**config.mk**
```make
export PLATFORM = sky130hd
export DESIGN_NAME = cache_top
export DESIGN_NICKNAME = d
export VERILOG_FILES = /design/src/verilog/cache_csr_pkg.sv /design/src/verilog/cache_pkg.sv /design/src/verilog/cache_backend.sv /design/src/verilog/cache_control.sv /design/src/verilog/cache_memory.sv /design/src/verilog/cache_top.sv /design/src/verilog/write_through_buffer.sv
export SDC_FILE = /design/constraint.sdc
export NUM_CORES = 2
export LEC_CHECK = 0
export ABC_AREA = 0
export ABC_CLOCK_PERIOD_IN_PS = 7800
export BUFFER_PORTS_ARGS = -buffer_cell sky130_fd_sc_hd__clkbuf_2
export CORE_MARGIN = 3
export CORE_UTILIZATION = 51
export CTS_BUF_LIST = sky130_fd_sc_hd__clkbuf_4 sky130_fd_sc_hd__clkbuf_8
export CTS_CLUSTER_DIAMETER = 150
export DETAILED_ROUTE_END_ITERATION = 6
export HOLD_SLACK_MARGIN = 0.06
export PLACE_DENSITY = 0.67
export REMOVE_ABC_BUFFERS = 1
export SLEW_MARGIN = 30
export SYNTH_ARGS = -nofsm -noshare
export SYNTH_HDL_FRONTEND = slang
export SYNTH_SLANG_ARGS = --single-unit
```
**constraint.sdc**
```tcl
create_clock -name clk_i -period 7.8 [get_ports clk_i]
set_input_delay 0.39 -clock clk_i [delete_from_list [all_inputs] [get_ports clk_i]]
set_output_delay 0.39 -clock clk_i [all_outputs]
set_load 0.02 [all_outputs]
```
**src/verilog/cache_csr_pkg.sv**
```systemverilog
// ~~~~~~~~~~~~~~~~~~~~~~~~~~~~~~~~~~~~~~~~~~~~~~~~~~~~~~~~~~~~~~~~~~~~
// Cache control space: register word offsets and the version word.
// ~~~~~~~~~~~~~~~~~~~~~~~~~~~~~~~~~~~~~~~~~~~~~~~~~~~~~~~~~~~~~~~~~~~~
`default_nettype none

package cache_csr_pkg;

   localparam int CSR_ADDR_W = 4;  // Offset bits decoded.

   // Read-only counters.
   localparam logic [CSR_ADDR_W-1:0] CSR_HIT        = 4'd0;
   localparam logic [CSR_ADDR_W-1:0] CSR_MISS       = 4'd1;
   localparam logic [CSR_ADDR_W-1:0] CSR_READ_HIT   = 4'd2;
   localparam logic [CSR_ADDR_W-1:0] CSR_READ_MISS  = 4'd3;
   localparam logic [CSR_ADDR_W-1:0] CSR_WRITE_HIT  = 4'd4;
   localparam logic [CSR_ADDR_W-1:0] CSR_WRITE_MISS = 4'd5;
   // Commands that any access triggers.
   localparam logic [CSR_ADDR_W-1:0] CSR_RST_CNTRS  = 4'd6;
   localparam logic [CSR_ADDR_W-1:0] CSR_INVALIDATE = 4'd7;
   // Status.
   localparam logic [CSR_ADDR_W-1:0] CSR_WTB_EMPTY  = 4'd8;
   localparam logic [CSR_ADDR_W-1:0] CSR_WTB_FULL   = 4'd9;
   localparam logic [CSR_ADDR_W-1:0] CSR_VERSION    = 4'd10;

   localparam logic [31:0] CACHE_VERSION = 32'h0001_0200;

endpackage

`default_nettype wire

```
**src/verilog/cache_pkg.sv**
```systemverilog
// ~~~~~~~~~~~~~~~~~~~~~~~~~~~~~~~~~~~~~~~~~~~~~~~~~~~~~~~~~~~~~~~~~~~~
// Cache types: word widths and the request, response, memory,
// write-buffer and event structs shared by all cache blocks.
// ~~~~~~~~~~~~~~~~~~~~~~~~~~~~~~~~~~~~~~~~~~~~~~~~~~~~~~~~~~~~~~~~~~~~
`default_nettype none

package cache_pkg;

   localparam int ADDR_W = 16;  // Word address.
   localparam int DATA_W = 32;

   typedef struct packed {
      logic              valid;  // One-cycle strobe.
      logic              ctrl;   // Control space access.
      logic              we;
      logic [ADDR_W-1:0] addr;
      logic [DATA_W-1:0] wdata;
   } cache_req_t;

   typedef struct packed {
      logic              ready;  // One-cycle answer.
      logic [DATA_W-1:0] rdata;
   } cache_rsp_t;

   typedef struct packed {
      logic              valid;
      logic              we;
      logic [ADDR_W-1:0] addr;
      logic [DATA_W-1:0] wdata;
   } mem_req_t;

   // Pending memory write.
   typedef struct packed {
      logic [ADDR_W-1:0] addr;
      logic [DATA_W-1:0] data;
   } wb_entry_t;

   // One-hot access outcome.
   typedef struct packed {
      logic read_hit;
      logic read_miss;
      logic write_hit;
      logic write_miss;
   } cache_event_t;

endpackage

`default_nettype wire

```
**src/verilog/cache_backend.sv**
```systemverilog
// ~~~~~~~~~~~~~~~~~~~~~~~~~~~~~~~~~~~~~~~~~~~~~~~~~~~~~~~~~~~~~~~~~~~~
// Memory port arbiter: drains the write buffer first, then serves
// read-miss fills, one word access at a time.
// ~~~~~~~~~~~~~~~~~~~~~~~~~~~~~~~~~~~~~~~~~~~~~~~~~~~~~~~~~~~~~~~~~~~~
`timescale 1ns/1ps
`default_nettype none

module cache_backend
   import cache_pkg::*;
(
   input  logic              clk_i,
   input  logic              arst_i,
   input  logic              wb_empty_i,
   input  wb_entry_t         wb_data_i,
   output logic              wb_pop_o,
   input  logic              fill_req_i,
   input  logic [ADDR_W-1:0] fill_addr_i,
   output logic              fill_done_o,
   output logic [DATA_W-1:0] fill_data_o,
   output mem_req_t          mem_req_o,
   input  logic              mem_ready_i,
   input  logic [DATA_W-1:0] mem_rdata_i
);

   typedef enum logic [1:0] {
      B_IDLE,
      B_WRITE,
      B_READ
   } state_t;

   state_t            state_q;
   logic              start_wr;
   logic              start_rd;
   logic              mem_valid_q;
   logic              mem_we_q;
   logic [ADDR_W-1:0] mem_addr_q;
   logic [DATA_W-1:0] mem_wdata_q;

   assign start_wr = (state_q == B_IDLE) && !wb_empty_i;
   assign start_rd = (state_q == B_IDLE) && wb_empty_i && fill_req_i;  // Drains go first.

   always_ff @(posedge clk_i or posedge arst_i) begin
      if (arst_i) begin
         state_q     <= B_IDLE;
         mem_valid_q <= 1'b0;
      end else begin
         mem_valid_q <= start_wr || start_rd;  // One-cycle strobe.
         if (start_wr) begin
            state_q <= B_WRITE;
         end else if (start_rd) begin
            state_q <= B_READ;
         end else if (mem_ready_i) begin
            state_q <= B_IDLE;
         end
      end
   end

   always_ff @(posedge clk_i) begin
      if (start_wr) begin
         mem_we_q    <= 1'b1;
         mem_addr_q  <= wb_data_i.addr;
         mem_wdata_q <= wb_data_i.data;
      end else if (start_rd) begin
         mem_we_q   <= 1'b0;
         mem_addr_q <= fill_addr_i;
      end
   end

   assign mem_req_o   = '{valid: mem_valid_q, we: mem_we_q, addr: mem_addr_q,
                          wdata: mem_wdata_q};
   assign wb_pop_o    = (state_q == B_WRITE) && mem_ready_i;  // Retire on acknowledge.
   assign fill_done_o = (state_q == B_READ) && mem_ready_i;
   assign fill_data_o = mem_rdata_i;

   // Memory answers only an access that is in flight.
   a_ready_in_flight: assert property (@(posedge clk_i) disable iff (arst_i)
      mem_ready_i |-> (state_q != B_IDLE));

endmodule

`default_nettype wire

```
**src/verilog/cache_control.sv**
```systemverilog
// ~~~~~~~~~~~~~~~~~~~~~~~~~~~~~~~~~~~~~~~~~~~~~~~~~~~~~~~~~~~~~~~~~~~~
// Cache control block: hit and miss statistics, counter reset,
// invalidate command, write-buffer status and version readout.
// ~~~~~~~~~~~~~~~~~~~~~~~~~~~~~~~~~~~~~~~~~~~~~~~~~~~~~~~~~~~~~~~~~~~~
`timescale 1ns/1ps
`default_nettype none

module cache_control
   import cache_pkg::*;
   import cache_csr_pkg::*;
#(
   parameter int USE_CTRL_CNT = 1
) (
   input  logic         clk_i,
   input  logic         arst_i,
   input  cache_req_t   req_i,
   output cache_rsp_t   rsp_o,
   input  cache_event_t event_i,
   input  logic         wtb_empty_i,
   input  logic         wtb_full_i,
   output logic         invalidate_o
);

   logic [CSR_ADDR_W-1:0] offset;
   logic                  in_csr;
   logic                  rst_cntrs;
   logic [DATA_W-1:0]     read_hit_cnt;
   logic [DATA_W-1:0]     read_miss_cnt;
   logic [DATA_W-1:0]     write_hit_cnt;
   logic [DATA_W-1:0]     write_miss_cnt;
   logic [DATA_W-1:0]     hit_cnt;
   logic [DATA_W-1:0]     miss_cnt;
   logic [DATA_W-1:0]     rdata_next;
   logic [DATA_W-1:0]     rdata_q;
   logic                  ready_q;
   logic                  invalidate_q;

   assign offset    = req_i.addr[CSR_ADDR_W-1:0];
   assign in_csr    = (req_i.addr[ADDR_W-1:CSR_ADDR_W] == '0);  // No aliasing above.
   assign rst_cntrs = req_i.valid && in_csr && (offset == CSR_RST_CNTRS);

   generate
      if (USE_CTRL_CNT != 0) begin : g_cnt
         // Wrapping counters; the array reports one event per access.
         always_ff @(posedge clk_i or posedge arst_i) begin
            if (arst_i) begin
               read_hit_cnt   <= '0;
               read_miss_cnt  <= '0;
               write_hit_cnt  <= '0;
               write_miss_cnt <= '0;
            end else if (rst_cntrs) begin
               read_hit_cnt   <= '0;
               read_miss_cnt  <= '0;
               write_hit_cnt  <= '0;
               write_miss_cnt <= '0;
            end else begin
               read_hit_cnt   <= read_hit_cnt + DATA_W'(event_i.read_hit);
               read_miss_cnt  <= read_miss_cnt + DATA_W'(event_i.read_miss);
               write_hit_cnt  <= write_hit_cnt + DATA_W'(event_i.write_hit);
               write_miss_cnt <= write_miss_cnt + DATA_W'(event_i.write_miss);
            end
         end
      end else begin : g_no_cnt
         assign read_hit_cnt   = '0;  // Counters read zero.
         assign read_miss_cnt  = '0;
         assign write_hit_cnt  = '0;
         assign write_miss_cnt = '0;
      end
   endgenerate

   assign hit_cnt  = read_hit_cnt + write_hit_cnt;
   assign miss_cnt = read_miss_cnt + write_miss_cnt;

   always_comb begin
      rdata_next = '0;
      if (in_csr) begin
         case (offset)
            CSR_HIT:        rdata_next = hit_cnt;
            CSR_MISS:       rdata_next = miss_cnt;
            CSR_READ_HIT:   rdata_next = read_hit_cnt;
            CSR_READ_MISS:  rdata_next = read_miss_cnt;
            CSR_WRITE_HIT:  rdata_next = write_hit_cnt;
            CSR_WRITE_MISS: rdata_next = write_miss_cnt;
            CSR_WTB_EMPTY:  rdata_next = DATA_W'(wtb_empty_i);
            CSR_WTB_FULL:   rdata_next = DATA_W'(wtb_full_i);
            CSR_VERSION:    rdata_next = CACHE_VERSION;
            default:        rdata_next = '0;  // Commands and holes.
         endcase
      end
   end

   always_ff @(posedge clk_i or posedge arst_i) begin
      if (arst_i) begin
         ready_q      <= 1'b0;
         invalidate_q <= 1'b0;
      end else begin
         ready_q      <= req_i.valid;  // Answer one cycle later.
         invalidate_q <= req_i.valid && in_csr && (offset == CSR_INVALIDATE);
      end
   end

   // Zero while idle so the top can OR both answers.
   always_ff @(posedge clk_i) begin
      rdata_q <= req_i.valid ? rdata_next : '0;
   end

   assign rsp_o.ready  = ready_q;
   assign rsp_o.rdata  = rdata_q;
   assign invalidate_o = invalidate_q;

   a_event_onehot: assert property (@(posedge clk_i) disable iff (arst_i)
      $onehot0(event_i));

endmodule

`default_nettype wire

```
**src/verilog/cache_memory.sv**
```systemverilog
// ~~~~~~~~~~~~~~~~~~~~~~~~~~~~~~~~~~~~~~~~~~~~~~~~~~~~~~~~~~~~~~~~~~~~
// Direct-mapped cache array with one-word lines. Looks up each access,
// pushes writes to the write buffer and fills lines on read misses.
// ~~~~~~~~~~~~~~~~~~~~~~~~~~~~~~~~~~~~~~~~~~~~~~~~~~~~~~~~~~~~~~~~~~~~
`timescale 1ns/1ps
`default_nettype none

module cache_memory
   import cache_pkg::*;
#(
   parameter int NLINE_W = 4
) (
   input  logic              clk_i,
   input  logic              arst_i,
   input  cache_req_t        req_i,
   output cache_rsp_t        rsp_o,
   input  logic              invalidate_i,
   output cache_event_t      event_o,
   output logic              push_o,
   output wb_entry_t         push_data_o,
   input  logic              wtb_full_i,
   output logic              fill_req_o,
   output logic [ADDR_W-1:0] fill_addr_o,
   input  logic              fill_done_i,
   input  logic [DATA_W-1:0] fill_data_i
);

   localparam int NLINES = 2 ** NLINE_W;
   localparam int TAG_W  = ADDR_W - NLINE_W;

   typedef enum logic [1:0] {
      S_IDLE,
      S_WBUF,  // Write held until the buffer has space.
      S_FILL   // Read miss waiting for memory.
   } state_t;

   state_t            state_q;
   cache_req_t        req_q;
   cache_req_t        cur;
   logic [TAG_W-1:0]  tag_mem  [NLINES];
   logic [DATA_W-1:0] data_mem [NLINES];
   logic [NLINES-1:0] valid_q;
   logic [NLINE_W-1:0] idx;
   logic [TAG_W-1:0]  tag;
   logic              hit;
   logic              wr_go;
   logic              rd_go;
   logic              fill_go;
   logic              ready_q;
   logic [DATA_W-1:0] rdata_q;
   cache_event_t      event_q;

   // New requests look up directly, held ones from the latched copy.
   assign cur = (state_q == S_IDLE) ? req_i : req_q;
   assign idx = cur.addr[NLINE_W-1:0];
   assign tag = cur.addr[ADDR_W-1:NLINE_W];
   assign hit = valid_q[idx] && (tag_mem[idx] == tag);

   assign wr_go   = cur.we && !wtb_full_i
                    && ((state_q == S_IDLE && req_i.valid) || state_q == S_WBUF);
   assign rd_go   = (state_q == S_IDLE) && req_i.valid && !req_i.we && hit;
   assign fill_go = (state_q == S_FILL) && fill_done_i;

   assign push_o      = wr_go;
   assign push_data_o = '{addr: cur.addr, data: cur.wdata};
   assign fill_req_o  = (state_q == S_FILL);
   assign fill_addr_o = req_q.addr;

   always_ff @(posedge clk_i or posedge arst_i) begin
      if (arst_i) begin
         state_q <= S_IDLE;
         ready_q <= 1'b0;
         event_q <= '0;
         valid_q <= '0;
      end else begin
         ready_q <= wr_go || rd_go || fill_go;
         event_q <= '{read_hit:   rd_go,
                      read_miss:  fill_go,
                      write_hit:  wr_go && hit,
                      write_miss: wr_go && !hit};
         case (state_q)
            S_IDLE: begin
               if (req_i.valid && !wr_go && !rd_go) begin
                  state_q <= req_i.we ? S_WBUF : S_FILL;
               end
            end
            S_WBUF: begin
               if (wr_go) begin
                  state_q <= S_IDLE;
               end
            end
            S_FILL: begin
               if (fill_done_i) begin
                  state_q <= S_IDLE;
               end
            end
            default: state_q <= S_IDLE;
         endcase
         if (invalidate_i) begin
            valid_q <= '0;  // Whole cache at once.
         end else if (fill_go) begin
            valid_q[idx] <= 1'b1;
         end
      end
   end

   always_ff @(posedge clk_i) begin
      rdata_q <= '0;
      if (state_q == S_IDLE && req_i.valid) begin
         req_q <= req_i;
      end
      if (rd_go) begin
         rdata_q <= data_mem[idx];
      end
      if (fill_go) begin
         data_mem[idx] <= fill_data_i;
         tag_mem[idx]  <= tag;
         rdata_q       <= fill_data_i;  // Forward the fetched word.
      end
      if (wr_go && hit) begin
         data_mem[idx] <= cur.wdata;  // No allocate on a write miss.
      end
   end

   assign rsp_o.ready = ready_q;
   assign rsp_o.rdata = rdata_q;
   assign event_o     = event_q;

   // Requester keeps a single access outstanding.
   a_no_valid_busy: assert property (@(posedge clk_i) disable iff (arst_i)
      (state_q != S_IDLE) |-> !req_i.valid);

   a_fill_only_on_req: assert property (@(posedge clk_i) disable iff (arst_i)
      fill_done_i |-> (state_q == S_FILL));

endmodule

`default_nettype wire

```
**src/verilog/cache_top.sv**
```systemverilog
// ~~~~~~~~~~~~~~~~~~~~~~~~~~~~~~~~~~~~~~~~~~~~~~~~~~~~~~~~~~~~~~~~~~~~
// Write-through cache top: routes requests to the control block or
// the cache array and connects the write buffer and memory backend.
// ~~~~~~~~~~~~~~~~~~~~~~~~~~~~~~~~~~~~~~~~~~~~~~~~~~~~~~~~~~~~~~~~~~~~
`timescale 1ns/1ps
`default_nettype none

module cache_top
   import cache_pkg::*;
#(
   parameter int NLINE_W       = 4,
   parameter int WTBUF_DEPTH_W = 2,
   parameter int USE_CTRL_CNT  = 1
) (
   input  logic              clk_i,
   input  logic              arst_i,
   input  cache_req_t        req_i,
   output cache_rsp_t        rsp_o,
   output mem_req_t          mem_req_o,
   input  logic              mem_ready_i,
   input  logic [DATA_W-1:0] mem_rdata_i
);

   cache_req_t        ctrl_req;
   cache_req_t        arr_req;
   cache_rsp_t        ctrl_rsp;
   cache_rsp_t        arr_rsp;
   cache_event_t      cache_event;
   logic              invalidate;
   logic              wtb_push;
   wb_entry_t         wtb_push_data;
   logic              wtb_pop;
   wb_entry_t         wtb_head;
   logic              wtb_empty;
   logic              wtb_full;
   logic              fill_req;
   logic [ADDR_W-1:0] fill_addr;
   logic              fill_done;
   logic [DATA_W-1:0] fill_data;

   always_comb begin
      ctrl_req       = req_i;
      ctrl_req.valid = req_i.valid && req_i.ctrl;
      arr_req        = req_i;
      arr_req.valid  = req_i.valid && !req_i.ctrl;
   end

   // Only one block answers at a time, idle rdata is zero.
   assign rsp_o.ready = ctrl_rsp.ready | arr_rsp.ready;
   assign rsp_o.rdata = ctrl_rsp.rdata | arr_rsp.rdata;

   cache_control #(.USE_CTRL_CNT(USE_CTRL_CNT)) u_control (
      .clk_i, .arst_i, .req_i(ctrl_req), .rsp_o(ctrl_rsp), .event_i(cache_event),
      .wtb_empty_i(wtb_empty), .wtb_full_i(wtb_full), .invalidate_o(invalidate)
   );

   cache_memory #(.NLINE_W(NLINE_W)) u_memory (
      .clk_i, .arst_i, .req_i(arr_req), .rsp_o(arr_rsp), .invalidate_i(invalidate),
      .event_o(cache_event), .push_o(wtb_push), .push_data_o(wtb_push_data),
      .wtb_full_i(wtb_full), .fill_req_o(fill_req), .fill_addr_o(fill_addr),
      .fill_done_i(fill_done), .fill_data_i(fill_data)
   );

   write_through_buffer #(.WTBUF_DEPTH_W(WTBUF_DEPTH_W)) u_wtbuf (
      .clk_i, .arst_i, .push_i(wtb_push), .data_i(wtb_push_data), .pop_i(wtb_pop),
      .data_o(wtb_head), .empty_o(wtb_empty), .full_o(wtb_full)
   );

   cache_backend u_backend (
      .clk_i, .arst_i, .wb_empty_i(wtb_empty), .wb_data_i(wtb_head), .wb_pop_o(wtb_pop),
      .fill_req_i(fill_req), .fill_addr_i(fill_addr), .fill_done_o(fill_done),
      .fill_data_o(fill_data), .mem_req_o, .mem_ready_i, .mem_rdata_i
   );

endmodule

`default_nettype wire

```
**src/verilog/write_through_buffer.sv**
```systemverilog
// ~~~~~~~~~~~~~~~~~~~~~~~~~~~~~~~~~~~~~~~~~~~~~~~~~~~~~~~~~~~~~~~~~~~~
// Write buffer: circular FIFO of pending memory writes.
// ~~~~~~~~~~~~~~~~~~~~~~~~~~~~~~~~~~~~~~~~~~~~~~~~~~~~~~~~~~~~~~~~~~~~
`timescale 1ns/1ps
`default_nettype none

module write_through_buffer
   import cache_pkg::*;
#(
   parameter int WTBUF_DEPTH_W = 2
) (
   input  logic      clk_i,
   input  logic      arst_i,
   input  logic      push_i,
   input  wb_entry_t data_i,
   input  logic      pop_i,
   output wb_entry_t data_o,
   output logic      empty_o,
   output logic      full_o
);

   localparam int DEPTH = 2 ** WTBUF_DEPTH_W;

   wb_entry_t              entries [DEPTH];
   // Extra top bit tells full from empty.
   logic [WTBUF_DEPTH_W:0] wr_ptr_q;
   logic [WTBUF_DEPTH_W:0] rd_ptr_q;

   assign empty_o = (wr_ptr_q == rd_ptr_q);
   assign full_o  = (wr_ptr_q[WTBUF_DEPTH_W] != rd_ptr_q[WTBUF_DEPTH_W])
                    && (wr_ptr_q[WTBUF_DEPTH_W-1:0] == rd_ptr_q[WTBUF_DEPTH_W-1:0]);
   assign data_o  = entries[rd_ptr_q[WTBUF_DEPTH_W-1:0]];  // Head is always visible.

   always_ff @(posedge clk_i or posedge arst_i) begin
      if (arst_i) begin
         wr_ptr_q <= '0;
         rd_ptr_q <= '0;
      end else begin
         if (push_i) begin
            wr_ptr_q <= wr_ptr_q + 1'b1;
         end
         if (pop_i) begin
            rd_ptr_q <= rd_ptr_q + 1'b1;
         end
      end
   end

   always_ff @(posedge clk_i) begin
      if (push_i) begin
         entries[wr_ptr_q[WTBUF_DEPTH_W-1:0]] <= data_i;
      end
   end

   // Producer waits on full, backend drains only real entries.
   a_no_push_full: assert property (@(posedge clk_i) disable iff (arst_i)
      push_i |-> !full_o);

   a_no_pop_empty: assert property (@(posedge clk_i) disable iff (arst_i)
      pop_i |-> !empty_o);

endmodule

`default_nettype wire
```
==> results.md <==
* Fin util at 0.596
* Leakage Power at 21.3 nW
* Int Power at 12.8 mW
* Routed WL at 148000 um
* CTS resizes at 0
* DRT Pass-1 Iters at 6
* Root Buffer: clkbuf_8
* Async SR Flop Fraction at 0.133
* Max clock buf depth at 3
* Tightest Hold Check Type: in2async
* H-tree levels at 4
* IO buf count at 168
* Switching Fraction at 0.343
* Final Slew Violations at 0
* Starting Density at 0.519
* VDD IR-drop max at 243 uV
* Final instance count without filler cells at 5948
* TritonCTS clock tree: built
* Mean Syn Cell Area at 12.7 um2
* Adder-cell area share of the yosys netlist at 0.0187
* Clock sink count at 1220
* FF+latch count, synth at 1220
* # DRC at 0
* Routed WL per cell at 24.8 um
* First-pass GRT wire length at 219000 um
* Gr ovfl total at 0
* Vias in the first global route at 34364
* Fin Clk Skew at 0.0426 ns
* Met3 Track Usage GR at 0.0591
* Fin. Hold Viols at 0
* Post-synthesis mux area share at 0.0434
* Total global-route track usage at 0.274
* Complex-gate fraction of the synthesized area at 0.0830
* Min Tclk post-route at 6.14 ns
* Synthesized area at 0.0524 mm2
* DR vias at 35703
* Area Growth Syn to Fin at 14.9%
* Synth top cells by count: edfxtp_1, nand2_1, nor2_1, nand3_1, dfrtp_1
* Core area at 0.101 mm2
* DIE WIDTH at 327 um
* Fmax at 0.163 GHz
* Sequential share of the synthesized area at 0.671
* Initial DRC Count at 3977
* Total CTS buffers at 193
* Yosys top cell area share at 0.569
* Clock Latency Late Sink at 0.89 ns
* Critical-path maximum fanout at 150
* Slew @ Worst Pin at 1.03 ns
* Synth top area cells: edfxtp_1, dfrtp_1, nand2_1
* Normalized max-slew margin at 0.312
* Synth Area in XOR/XNOR at 0.0281
* Critical path data required time at 8.35 ns
* Setup crit start kind: flop
* Ports at 169
* Simple-gate area share of the yosys netlist at 0.137
* Pwr per Cell Area at 322 mW/mm2
* Distinct cells, synth at 79
* Largest family of logic cells by synthesized area: simple AND/OR/NAND/NOR gates
* Post-synth top area cell: edfxtp_1
* Met2 Usage GRT at 0.420
* Fillers at 7958
* Final setup viols at 0
* Detailed placement HPWL at 89700 um
* FP Rows at 116
* Arrival time worst endpoint at 6.69 ns
* Critical path class: reg2reg
* Die ar. at 0.107 mm2
* Maxcap violations at 0
* Total power at 19.4 mW
* Placed inst area at 0.0552 mm2
* Status: finished, final reports clean
* Initial antenna violation count at 4
* Tcrit/Tclk final at 0.787
* Seq pwr share at 0.419
* Number of synthesized flops with an enable pin at 993
* Vias per cell at 6.00
* Fraction of layout cells with a size suffix above 1 at 0.175
* Cell area after layout at 0.0602 mm2
* Post-CTS Setup Inserts at 0
* Clock Power Share at 0.294
* Top Usage Layer GRT: met2
* Placed Cells at 5493
* Post-synthesis cell count at 4114
* Synth warn at 0
* Met1 GRT Util at 0.391
* RSZ-0062 raised after global routing: false
* Die Y at 327 um
* Gate power share at 0.287
* Sw Pwr at 6.65 mW
* Clk slew on worst S/H paths at 0.06 ns
* Antenna-violating nets left at 0
* Final #Nets at 4581
* Post-synth top flop: edfxtp_1
* Largest net degree at the start of global routing at 153
* Top-count cell post-synth: edfxtp_1
* Routability congestion estimate at 0.893
* Crit end category: flop
## cells in the final DEF (no fill, tap or decap), types with 93 or more instances in the layout
cell type,instances
a21oi_1,114
a311oi_1,96
and3_1,113
clkbuf_2,168
clkbuf_4,97
clkbuf_8,216
dfrtp_1,160
edfxtp_1,993
nand2_1,906
nand3_1,187
nor2_1,184
xor2_1,93
## worst max-delay path: stages, from the launching register on
cell	delay, ns
dfrtp_1	0.48
o21ai_1	0.78
and2_4	0.61
clkinv_8	0.67
mux2i_1	0.28
a32oi_1	0.23
nand4_1	0.14
xnor2_1	0.17
nor4_2	0.54
nand4_1	0.25
buf_12	0.30
a211oi_4	0.90
buf_4	0.37
## registers in the layout, indices dropped and copies added, names as in the netlist, 2 cells and up
name                      flops
u_memory.tag_mem            192
u_control.read_hit_cnt       32
u_memory.state_q              2
u_control.read_miss_cnt      32
u_memory.event_o              4
u_memory.fill_addr_o         16
u_backend.mem_addr_q         16
u_memory.req_q               33
u_memory.data_mem           512
u_wtbuf.entries             192
u_backend.state_q             2
u_wtbuf.wr_ptr_q              3
u_wtbuf.rd_ptr_q              3
u_control.write_miss_cnt     32
u_control.write_hit_cnt      32
u_control.rdata_q            32
u_backend.mem_wdata_q        32
u_memory.valid_q             16
u_memory.rdata_q             32
## routing by layer
metal  part of all wire  wire (um)
met5                  0          0
met3              0.097      14300
met4              0.031       4600
met2               0.46      67900
met1               0.41      61000
## path summary, 6_finish.rpt
kind | startpoint | slack (ns) | cells past startpoint | to
min in group clk_i | req_i[9] | 0.25 | 2 | u_memory.req_q[9]$_DFFE_PP_
worst min-delay path | arst_i | 0.16 | 3 | u_backend.mem_valid_q$_DFF_PP0_
max in group asynchronous | arst_i | 6.19 | 4 | u_wtbuf.rd_ptr_q[0]$_DFFE_PP0P_
worst max register to register | u_memory.state_q[0]$_DFFE_PP0P_ | 1.66 | 12 | u_memory.data_mem[5][3]$_DFFE_PP_
worst min register to register | u_backend.mem_we_q$_SDFFE_PP1P_ | 0.48 | 1 | u_backend.mem_we_q$_SDFFE_PP1P_
worst max-delay path | u_memory.state_q[0]$_DFFE_PP0P_ | 1.66 | 12 | u_memory.data_mem[5][3]$_DFFE_PP_
## power groups by stage
| stage | Combinational, mW | Clock, mW | Sequential, mW |
|---|---|---|---|
| after floorplan | 3.59 | 0 | 8.41 |
| after global placement | 5.36 | 0 | 8.25 |
| after detailed placement | 5.44 | 0 | 8.26 |
| after CTS | 5.50 | 5.78 | 8.13 |
| after global routing | 6.04 | 6.07 | 8.18 |
| final | 5.56 | 5.70 | 8.14 |
## logic make-up (layout without fill, tap and decap cells)
kind of cell | count (synthesis) | after routing
flip-flops | 1220 | 1220
AO/OA/AOI/OAI | 619 | 619
AND/OR/NAND/NOR | 1622 | 1622
multiplexers | 153 | 153
buffers and inverters | 255 | 729
other | 0 | 3
XOR/XNOR | 168 | 168
adder cells (fa/ha/maj) | 77 | 77
## per-stage QoR
stage	setup WS (ns)	setup TNS [ns]	hold WS, ns
after detailed placement	1.73	0	0.442
after global routing	1.38	0	0.209
after floorplan	-8.43	-8095.12	0.461
final	1.66	0	0.162
after global placement	1.86	0	0.438
after CTS	1.69	0	0.167
## layout make-up
cell class | instances | area, um2 | area share
clock buffer | 313 | 3700 | 0.0614
multi-input combinational | 2639 | 16700 | 0.276
timing repair buffer | 324 | 2400 | 0.0398
sequential | 1220 | 35200 | 0.584
clock inverter | 52 | 428 | 0.00710
tap | 1357 | 1700 | 0.0282
inverter | 40 | 173 | 0.00287
antenna | 3 | 7.51 | 0.000125
## what timing repair did
item                       CTS  global route
hold endpoints to repair   471             0
setup endpoints to repair    0             0
hold buffers                85             0
(Power assumes the default switching activity.)
